===== src/common/mem_settings.svh =====
`ifndef MEM_SETTINGS_SVH
`define MEM_SETTINGS_SVH

// data word width
`define MEM_WIDTH 16

// pivot banks, addressed by the low address bits
`define MEM_NUM_BANKS 4
`define MEM_BANK_BITS 2

// rows per bank, also the depth of the map table and cache
`define MEM_NUM_ROWS 16
`define MEM_ROW_BITS 4

// virtual address, bank bits plus row bits
`define MEM_ADDR_BITS 6

// read latency of the banks and the cache store
`define MEM_DELAY 2

`endif


===== src/common/mem_pkg.sv =====
`default_nettype none

`include "mem_settings.svh"

package mem_pkg;

  typedef logic [`MEM_WIDTH-1:0] data_t;
  typedef logic [`MEM_ADDR_BITS-1:0] addr_t;
  typedef logic [`MEM_BANK_BITS-1:0] bank_t;
  typedef logic [`MEM_ROW_BITS-1:0] row_t;

  // which bank's word the cache holds for a row
  typedef struct packed {
    logic  valid;
    bank_t bank;
  } map_entry_t;

  typedef struct packed {
    logic  en;
    logic  we;
    row_t  row;
    data_t data;
  } bank_req_t;

  typedef struct packed {
    logic       en;
    row_t       row;
    map_entry_t map;
    data_t      data;
  } store_wr_t;

  typedef struct packed {
    map_entry_t map;
    data_t      data;
  } store_rd_t;

  typedef struct packed {
    logic  valid;
    bank_t bank;
    row_t  row;
  } rd_req_t;

  typedef struct packed {
    logic  valid;
    bank_t bank;
    row_t  row;
    data_t data;
  } wr_req_t;

  typedef enum logic {
    SWEEP,
    RUN
  } sweep_state_t;

endpackage

`default_nettype wire


===== src/bank/pivot_bank.sv =====
`timescale 1ns/1ps
`default_nettype none

`include "mem_settings.svh"

module pivot_bank (
  input  wire                     clk,
  input  wire mem_pkg::bank_req_t req,
  output mem_pkg::data_t          dout
);

  mem_pkg::data_t mem [0:`MEM_NUM_ROWS-1];
  mem_pkg::data_t rd_q1;
  mem_pkg::data_t rd_q2;

  // single port, so a request is either a read or a write
  always_ff @(posedge clk) begin
    if (req.en && req.we) begin
      mem[req.row] <= req.data;
    end
    if (req.en && !req.we) begin
      rd_q1 <= mem[req.row];
    end
    rd_q2 <= rd_q1;
  end

  assign dout = rd_q2;

endmodule

`default_nettype wire


===== src/cache/cache_store.sv =====
`timescale 1ns/1ps
`default_nettype none

`include "mem_settings.svh"

module cache_store (
  input  wire                     clk,
  input  wire mem_pkg::store_wr_t wr,
  input  wire                     rd1_en,
  input  wire mem_pkg::row_t      rd1_row,
  output mem_pkg::store_rd_t      rd1,
  input  wire                     rd2_en,
  input  wire mem_pkg::row_t      rd2_row,
  output mem_pkg::store_rd_t      rd2
);

  mem_pkg::map_entry_t map_mem [0:`MEM_NUM_ROWS-1];
  mem_pkg::data_t      data_mem [0:`MEM_NUM_ROWS-1];
  mem_pkg::store_rd_t  rd1_q;
  mem_pkg::store_rd_t  rd2_q;

  // map and cached word move together
  always_ff @(posedge clk) begin
    if (wr.en) begin
      map_mem[wr.row]  <= wr.map;
      data_mem[wr.row] <= wr.data;
    end
  end

  // port 1 serves the write pipeline, port 2 the reads
  always_ff @(posedge clk) begin
    if (rd1_en) begin
      rd1_q.map  <= map_mem[rd1_row];
      rd1_q.data <= data_mem[rd1_row];
    end
    if (rd2_en) begin
      rd2_q.map  <= map_mem[rd2_row];
      rd2_q.data <= data_mem[rd2_row];
    end
    rd1 <= rd1_q;
    rd2 <= rd2_q;
  end

endmodule

`default_nettype wire


===== src/rtl/access_sched.sv =====
`timescale 1ns/1ps
`default_nettype none

`include "mem_settings.svh"

module access_sched (
  input  wire                                     clk,
  input  wire                                     rstvld,
  input  wire                                     vwrite,
  input  wire mem_pkg::addr_t                     vwraddr,
  input  wire mem_pkg::data_t                     vdin,
  input  wire                                     vread,
  input  wire mem_pkg::addr_t                     vrdaddr,
  output logic                                    ready,
  output mem_pkg::bank_req_t [`MEM_NUM_BANKS-1:0] bank_req,
  output mem_pkg::store_wr_t                      store_wr,
  output logic                                    store_rd1_en,
  output mem_pkg::row_t                           store_rd1_row,
  output logic                                    store_rd2_en,
  output mem_pkg::row_t                           store_rd2_row,
  input  wire mem_pkg::store_rd_t                 store_rd1,
  output mem_pkg::rd_req_t                        rd_req,
  output mem_pkg::wr_req_t                        wr_fwd
);

  mem_pkg::bank_t       rd_bank;
  mem_pkg::row_t        rd_row;
  mem_pkg::bank_t       wr_bank;
  mem_pkg::row_t        wr_row;
  logic                 rd_acc;
  logic                 wr_acc;
  mem_pkg::sweep_state_t state;
  mem_pkg::row_t        sweep_row;
  mem_pkg::wr_req_t     w1;
  mem_pkg::wr_req_t     w2;
  logic                 ov1_vld;
  logic                 ov2_vld;
  mem_pkg::store_rd_t   ov1;
  mem_pkg::store_rd_t   ov2;
  mem_pkg::store_rd_t   old;
  logic                 conflict;
  logic                 new_to_pivot;
  logic                 old_to_pivot;
  logic                 old_to_clear;
  logic                 pw_en;
  mem_pkg::bank_t       pw_bank;
  mem_pkg::data_t       pw_data;

  // bank in the low bits, row above
  assign rd_bank = vrdaddr[`MEM_BANK_BITS-1:0];
  assign rd_row  = vrdaddr[`MEM_ADDR_BITS-1:`MEM_BANK_BITS];
  assign wr_bank = vwraddr[`MEM_BANK_BITS-1:0];
  assign wr_row  = vwraddr[`MEM_ADDR_BITS-1:`MEM_BANK_BITS];

  assign ready  = (state == mem_pkg::RUN);
  assign rd_acc = vread && ready;
  assign wr_acc = vwrite && ready;

  // clear the map table one row per cycle
  always_ff @(posedge clk) begin
    if (rstvld) begin
      state     <= mem_pkg::SWEEP;
      sweep_row <= '0;
    end else if (state == mem_pkg::SWEEP) begin
      sweep_row <= sweep_row + 1'b1;
      if (sweep_row == mem_pkg::row_t'(`MEM_NUM_ROWS - 1)) begin
        state <= mem_pkg::RUN;
      end
    end
  end

  // write waits two cycles for its old map entry
  always_ff @(posedge clk) begin
    if (rstvld) begin
      w1.valid <= 1'b0;
      w2.valid <= 1'b0;
    end else begin
      w1.valid <= wr_acc;
      w2.valid <= w1.valid;
    end
    w1.bank <= wr_bank;
    w1.row  <= wr_row;
    w1.data <= vdin;
    w2.bank <= w1.bank;
    w2.row  <= w1.row;
    w2.data <= w1.data;
    ov1_vld <= store_wr.en && (store_wr.row == wr_row);
    ov1     <= '{map: store_wr.map, data: store_wr.data};
    if (store_wr.en && (store_wr.row == w1.row)) begin
      ov2_vld <= 1'b1;
      ov2     <= '{map: store_wr.map, data: store_wr.data};
    end else begin
      ov2_vld <= ov1_vld;
      ov2     <= ov1;
    end
  end

  assign old = ov2_vld ? ov2 : store_rd1;

  // placement at commit
  assign conflict     = w2.valid && rd_acc && (rd_bank == w2.bank);
  assign new_to_pivot = w2.valid && !conflict;
  assign old_to_pivot = conflict && old.map.valid && (old.map.bank != w2.bank);
  assign old_to_clear = new_to_pivot && old.map.valid && (old.map.bank == w2.bank);

  assign pw_en   = new_to_pivot || old_to_pivot;
  assign pw_bank = new_to_pivot ? w2.bank : old.map.bank;
  assign pw_data = new_to_pivot ? w2.data : old.data;

  always_comb begin
    store_wr = '0;
    if (state == mem_pkg::SWEEP) begin
      store_wr.en  = 1'b1;
      store_wr.row = sweep_row;
    end else if (conflict) begin
      store_wr.en        = 1'b1;
      store_wr.row       = w2.row;
      store_wr.map.valid = 1'b1;
      store_wr.map.bank  = w2.bank;
      store_wr.data      = w2.data;
    end else if (old_to_clear) begin
      store_wr.en  = 1'b1;
      store_wr.row = w2.row;
    end
  end

  // the read bank never takes a write in the same cycle
  always_comb begin
    for (int i = 0; i < `MEM_NUM_BANKS; i++) begin
      bank_req[i] = '0;
      if (rd_acc && (rd_bank == mem_pkg::bank_t'(i))) begin
        bank_req[i].en  = 1'b1;
        bank_req[i].row = rd_row;
      end else if (pw_en && (pw_bank == mem_pkg::bank_t'(i))) begin
        bank_req[i].en   = 1'b1;
        bank_req[i].we   = 1'b1;
        bank_req[i].row  = w2.row;
        bank_req[i].data = pw_data;
      end
    end
  end

  assign store_rd1_en  = wr_acc;
  assign store_rd1_row = wr_row;
  assign store_rd2_en  = rd_acc;
  assign store_rd2_row = rd_row;

  assign rd_req = '{valid: rd_acc, bank: rd_bank, row: rd_row};
  assign wr_fwd = w1;

endmodule

`default_nettype wire


===== src/rtl/mem_1r1w_top.sv =====
`timescale 1ns/1ps
`default_nettype none

`include "mem_settings.svh"

module mem_1r1w_top (
  input  wire                 clk,
  input  wire                 rstvld,
  input  wire                 vwrite,
  input  wire mem_pkg::addr_t vwraddr,
  input  wire mem_pkg::data_t vdin,
  input  wire                 vread,
  input  wire mem_pkg::addr_t vrdaddr,
  output logic                vread_vld,
  output mem_pkg::data_t      vdout,
  output logic                vread_fwrd,
  output logic                ready
);

  mem_pkg::bank_req_t [`MEM_NUM_BANKS-1:0] bank_req;
  mem_pkg::data_t [`MEM_NUM_BANKS-1:0]     bank_dout;
  mem_pkg::store_wr_t                      store_wr;
  logic                                    store_rd1_en;
  mem_pkg::row_t                           store_rd1_row;
  logic                                    store_rd2_en;
  mem_pkg::row_t                           store_rd2_row;
  mem_pkg::store_rd_t                      store_rd1;
  mem_pkg::store_rd_t                      store_rd2;
  mem_pkg::rd_req_t                        rd_req;
  mem_pkg::wr_req_t                        wr_fwd;

  access_sched u_access_sched (
    .clk           (clk),
    .rstvld        (rstvld),
    .vwrite        (vwrite),
    .vwraddr       (vwraddr),
    .vdin          (vdin),
    .vread         (vread),
    .vrdaddr       (vrdaddr),
    .ready         (ready),
    .bank_req      (bank_req),
    .store_wr      (store_wr),
    .store_rd1_en  (store_rd1_en),
    .store_rd1_row (store_rd1_row),
    .store_rd2_en  (store_rd2_en),
    .store_rd2_row (store_rd2_row),
    .store_rd1     (store_rd1),
    .rd_req        (rd_req),
    .wr_fwd        (wr_fwd)
  );

  cache_store u_cache_store (
    .clk     (clk),
    .wr      (store_wr),
    .rd1_en  (store_rd1_en),
    .rd1_row (store_rd1_row),
    .rd1     (store_rd1),
    .rd2_en  (store_rd2_en),
    .rd2_row (store_rd2_row),
    .rd2     (store_rd2)
  );

  for (genvar b = 0; b < `MEM_NUM_BANKS; b++) begin : g_bank
    pivot_bank u_pivot_bank (
      .clk  (clk),
      .req  (bank_req[b]),
      .dout (bank_dout[b])
    );
  end

  read_merge u_read_merge (
    .clk        (clk),
    .rd_req     (rd_req),
    .wr_fwd     (wr_fwd),
    .bank_req   (bank_req),
    .store_wr   (store_wr),
    .store_rd2  (store_rd2),
    .bank_dout  (bank_dout),
    .vread_vld  (vread_vld),
    .vdout      (vdout),
    .vread_fwrd (vread_fwrd)
  );

endmodule

`default_nettype wire


===== src/rtl/read_merge.sv =====
`timescale 1ns/1ps
`default_nettype none

`include "mem_settings.svh"

module read_merge (
  input  wire                                     clk,
  input  wire mem_pkg::rd_req_t                   rd_req,
  input  wire mem_pkg::wr_req_t                   wr_fwd,
  input  wire mem_pkg::bank_req_t [`MEM_NUM_BANKS-1:0] bank_req,
  input  wire mem_pkg::store_wr_t                 store_wr,
  input  wire mem_pkg::store_rd_t                 store_rd2,
  input  wire mem_pkg::data_t [`MEM_NUM_BANKS-1:0] bank_dout,
  output logic                                    vread_vld,
  output mem_pkg::data_t                          vdout,
  output logic                                    vread_fwrd
);

  mem_pkg::wr_req_t    wr_old;
  mem_pkg::rd_req_t    s1_rd;
  mem_pkg::rd_req_t    s2_rd;
  logic                s1_st_vld;
  logic                s2_st_vld;
  mem_pkg::store_rd_t  s1_st;
  mem_pkg::store_rd_t  s2_st;
  logic                s1_pv_vld;
  logic                s2_pv_vld;
  mem_pkg::data_t      s1_pv;
  mem_pkg::data_t      s2_pv;
  logic                s1_fw_vld;
  logic                s2_fw_vld;
  mem_pkg::data_t      s1_fw;
  mem_pkg::data_t      s2_fw;
  mem_pkg::map_entry_t map_out;
  mem_pkg::data_t      cache_out;
  mem_pkg::data_t      pivot_out;
  logic                in_cache;

  function automatic logic st_hit(mem_pkg::row_t row);
    return store_wr.en && (store_wr.row == row);
  endfunction

  function automatic logic pv_hit(mem_pkg::bank_t bank, mem_pkg::row_t row);
    return bank_req[bank].en && bank_req[bank].we && (bank_req[bank].row == row);
  endfunction

  function automatic logic fw_hit(mem_pkg::bank_t bank, mem_pkg::row_t row);
    return wr_old.valid && (wr_old.bank == bank) && (wr_old.row == row);
  endfunction

  // wr_old is the write accepted two cycles back, now committing
  always_ff @(posedge clk) begin
    wr_old <= wr_fwd;
  end

  // stage 1, first capture of in-flight commits
  always_ff @(posedge clk) begin
    s1_rd     <= rd_req;
    s1_st_vld <= st_hit(rd_req.row);
    s1_st     <= '{map: store_wr.map, data: store_wr.data};
    s1_pv_vld <= pv_hit(rd_req.bank, rd_req.row);
    s1_pv     <= bank_req[rd_req.bank].data;
    s1_fw_vld <= fw_hit(rd_req.bank, rd_req.row);
    s1_fw     <= wr_old.data;
  end

  // stage 2, newer commits win over stage 1
  always_ff @(posedge clk) begin
    s2_rd <= s1_rd;
    if (st_hit(s1_rd.row)) begin
      s2_st_vld <= 1'b1;
      s2_st     <= '{map: store_wr.map, data: store_wr.data};
    end else begin
      s2_st_vld <= s1_st_vld;
      s2_st     <= s1_st;
    end
    if (pv_hit(s1_rd.bank, s1_rd.row)) begin
      s2_pv_vld <= 1'b1;
      s2_pv     <= bank_req[s1_rd.bank].data;
    end else begin
      s2_pv_vld <= s1_pv_vld;
      s2_pv     <= s1_pv;
    end
    if (fw_hit(s1_rd.bank, s1_rd.row)) begin
      s2_fw_vld <= 1'b1;
      s2_fw     <= wr_old.data;
    end else begin
      s2_fw_vld <= s1_fw_vld;
      s2_fw     <= s1_fw;
    end
  end

  assign map_out   = s2_st_vld ? s2_st.map : store_rd2.map;
  assign cache_out = s2_st_vld ? s2_st.data : store_rd2.data;
  assign pivot_out = s2_pv_vld ? s2_pv : bank_dout[s2_rd.bank];
  assign in_cache  = map_out.valid && (map_out.bank == s2_rd.bank);

  // forwarded word, then cache, then pivot
  assign vread_vld  = s2_rd.valid;
  assign vdout      = s2_fw_vld ? s2_fw : (in_cache ? cache_out : pivot_out);
  assign vread_fwrd = s2_rd.valid && s2_fw_vld;

endmodule

`default_nettype wire


===== config.mk =====
export PLATFORM = sky130hd
export DESIGN_NAME = mem_1r1w_top
export DESIGN_NICKNAME = d
export VERILOG_FILES = /design/src/common/mem_pkg.sv /design/src/bank/pivot_bank.sv /design/src/cache/cache_store.sv /design/src/rtl/access_sched.sv /design/src/rtl/mem_1r1w_top.sv /design/src/rtl/read_merge.sv
export VERILOG_INCLUDE_DIRS = /design/src /design/src/common
export SDC_FILE = /design/constraint.sdc
export NUM_CORES = 2
export LEC_CHECK = 0
export BUFFER_PORTS_ARGS = -buffer_cell sky130_fd_sc_hd__buf_4
export CELL_PAD_IN_SITES_DETAIL_PLACEMENT = 0
export CELL_PAD_IN_SITES_GLOBAL_PLACEMENT = 1
export CORE_ASPECT_RATIO = 0.7
export CORE_UTILIZATION = 42
export DETAILED_ROUTE_END_ITERATION = 10
export PLACE_DENSITY = 0.61
export SLEW_MARGIN = 30
export SYNTH_ARGS = -nofsm -noshare
export SYNTH_HDL_FRONTEND = slang
export SYNTH_HIERARCHICAL = 1
export SYNTH_SLANG_ARGS = --single-unit

===== constraint.sdc =====
create_clock -name clk -period 5.04 [get_ports clk]
set_input_delay 0.252 -clock clk [delete_from_list [all_inputs] [get_ports clk]]
set_output_delay 0.252 -clock clk [all_outputs]
set_load 0.01 [all_outputs]

==> run metrics <==
GR Util All Layers 22.34%; clock tree buffer depth 3; fin. max-slew vios 0; kind of critical path register to primary output; leakage 28.18 nW; Starting Density 42.54%; Least-Margin Pin Slew 1.055 ns; placer congestion estimate 0.8446; required time of the critical path 4.79 ns; Max Fclk 220.6 MHz; PortBufs 50; crit path max fanout 12; cell count after synthesis 3338; minimum clock period 4.532 ns; Routed WL 179100 um; DRT antenna net count 0; vias in the first global route 34.91k; sequential area share after synthesis 73.41%; Post-Syn Nets 3371; Cell variety after synth 57; Power per Cell Area 377.2 nW/um^2; maxcap violations 0; EDFF count, synth 1430; peak supply drop 331.0 uV; Yosys Warn Count 6; fin crit share 89.93%; commonest non-fill, non-tap cell in the layout edfxtp_1; total grt overflow 0; via count 34.07k; drt drc 0; final-stage net count 3608; initial antenna violation count 14; Yosys top cell area share 63.52%; leading area contributor after synthesis edfxtp_1; top_reg_cell synth edfxtp_1; fraction of layout cells with a size suffix above 1 30.26%; root buffer cell clkbuf_16; Worst setup EP type primary output; Final Hold Fails 0; wire length on met3 14410 um; Arr. time, crit path 4.28 ns; Die Width 481.5 um; die area 162600 um^2; fill count 12.84k; largest net degree at the start of global routing 61; drt initial violations 3871; HPWL after DPL 112600 um; Post-Syn Area 67600 um^2; DR top layer met5; wire length on met2 78750 um; Post-CTS Repair Setup Buffers 0; clock sink count 1764; ys async rst share 0%; CTS Buf Count 166; HP Class input pin to register; Max transition margin 29.61%; FF+latch count, synth 1764; crit start category register; CTS hold repair buffers 27; routed vias/inst 5.842; worst slack, placed 0.7947 ns; Setup Skew 0.02571 ns; die height 337.7 um; Rows 122; most frequent cells in the layout 1430 x edfxtp_1, 456 x mux4_2, 333 x dfxtp_1; status finished clean; average size of a mapped cell 20.25 um^2; Core Area 158900 um^2; Layout Area Growth over Synthesis 13.70%; clk_lat worst skew 0.81 ns; setup tns final 0 ns; synth top area cells edfxtp_1 64%, mux4_2 15%, dfxtp_1 9.9%; average wire per standard cell 30.71 um; first-pass GRT wire length 255700 um; Post-CTS Resized 0; Pre-antenna DRT Iters 5; htree depth 4; CTS tree yes; M1 WL 82190 um; # IOs 51; clk slew on worst S/H paths 0.06 ns; Final setup viols 0; unrepaired setup endpoints after global routing false; final worst slack 0.5077 ns
[synthesized netlist by cell type (2+ instances only)]
master	n
edfxtp_1	1430
mux4_2	456
dfxtp_1	334
a22oi_1	180
nor2_1	147
nand2_1	138
buf_2	68
clkbuf_1	67
mux2_2	59
mux2i_1	59
a22o_1	32
buf_4	32
and2_1	26
xor2_1	25
a22oi_2	24
nor3_1	24
xnor2_1	23
buf_6	20
nor2b_1	20
o21ai_0	18
a21oi_1	16
nand2b_1	15
buf_12	14
buf_1	11
mux2_4	10
nand4b_1	9
nor2_2	9
mux4_1	8
nand4_1	8
nand3b_1	7
or3_1	5
a32o_1	4
inv_1	4
inv_2	4
nand3_1	4
nor3b_1	3
nor4_1	3
and3_1	2
or2_2	2
[flip-flops by register name, summed over array words and instances (netlist names), 16 cells and up]
name,flops
u_access_sched/w2,23
u_cache_store/data_mem,256
g_bank.u_pivot_bank/mem,1024
u_cache_store/rd2,19
u_read_merge/s2_fw,16
g_bank.u_pivot_bank/dout,64
u_read_merge/wr_old,23
u_read_merge/s2_st,19
u_read_merge/s1_fw,16
u_read_merge/s1_st,19
u_cache_store/rd2_q,19
u_access_sched/ov1,19
u_cache_store/rd1_q,19
u_access_sched/ov2,19
u_read_merge/s2_pv,16
u_access_sched/wr_fwd,23
u_read_merge/s1_pv,16
u_cache_store/rd1,19
u_cache_store/map_mem,48
g_bank.u_pivot_bank/rd_q1,64
[final timing paths]
check                                    to                      start  depth (start not counted)  slack (ns)
setup / recovery                  vdout[11]     u_read_merge/s2_st_vld                          6        0.51
hold / removal    u_access_sched/wr_fwd[16]                 vwraddr[2]                          1        0.04
setup reg to reg      u_read_merge/s2_pv[3]      u_access_sched/w2[20]                         11        0.74
hold reg to reg     u_read_merge/wr_old[22]  u_access_sched/wr_fwd[22]                          0        0.34
[where the power goes]
| group | internal (mW) | switching (mW) | leakage [nW] | total (mW) |
|---|---|---|---|---|
| registers | 15.6 | 0.0692 | 18.9 | 15.7 |
| logic | 0.290 | 0.404 | 6.66 | 0.694 |
| clock network | 7.19 | 5.41 | 2.66 | 12.6 |
| total | 23.1 | 5.88 | 28.2 | 29.0 |
[worst max-delay path, stage by stage, from the launching register on]
cell,delay (ns)
dfxtp_1,0.85
mux2i_1,0.37
xnor2_1,0.11
a311oi_2,0.68
mux2_2,0.45
o21ai_0,0.77
buf_4,0.26
[metal layers]
| layer | track usage, % | vias to the layer above |
|---|---|---|
| li1 | - | 14130 |
| met3 | 4.168 | 234 |
| met1 | 34.02 | 18320 |
| met4 | 6.247 | 2 |
| met5 | 0 | - |
| met2 | 32.74 | 1389 |
[metrics by stage]
step | utilization [%] | hold WS [ns] | cells | area, um^2 | total power [mW]
after floorplan | - | 0.2797 | 3338 | 67600 | 16.43
after global routing | 48.36 | 0.06729 | 5823 | 76840 | 29.83
after CTS | 48.36 | 0.005428 | 5823 | 76840 | 29.25
final | 48.37 | 0.04429 | 5832 | 76860 | 28.99
after detailed placement | 44.74 | 0.3279 | 5488 | 71100 | 16.69
after global placement | 44.73 | 0.3258 | 5488 | 71080 | 16.68
[kinds of logic after synthesis]
logic type      count (synthesis)  synth area share, %
flops                        1764                73.41
mux                           593                17.60
simple gates                  427                2.941
compound gates                284                3.318
buf+inv                       221                2.091
xor+xnor                       48               0.6218
fa+ha+maj                       1              0.01850
[layout make-up]
cell class                      instances  area [um^2]  area share [%]
Antenna cell                            9        22.52         0.02930
Clock buffer                          227         4674           6.082
Clock inverter                         81        798.3           1.039
Inverter                                8        30.03         0.03907
Multi-Input combinational cell       1353        16820           21.88
Sequential cell                      1764        49630           64.57
Tap cell                             2108         2638           3.431
Timing Repair Buffer                  282         2251           2.928
No activity file was read; power rests on OpenSTA's default activity.
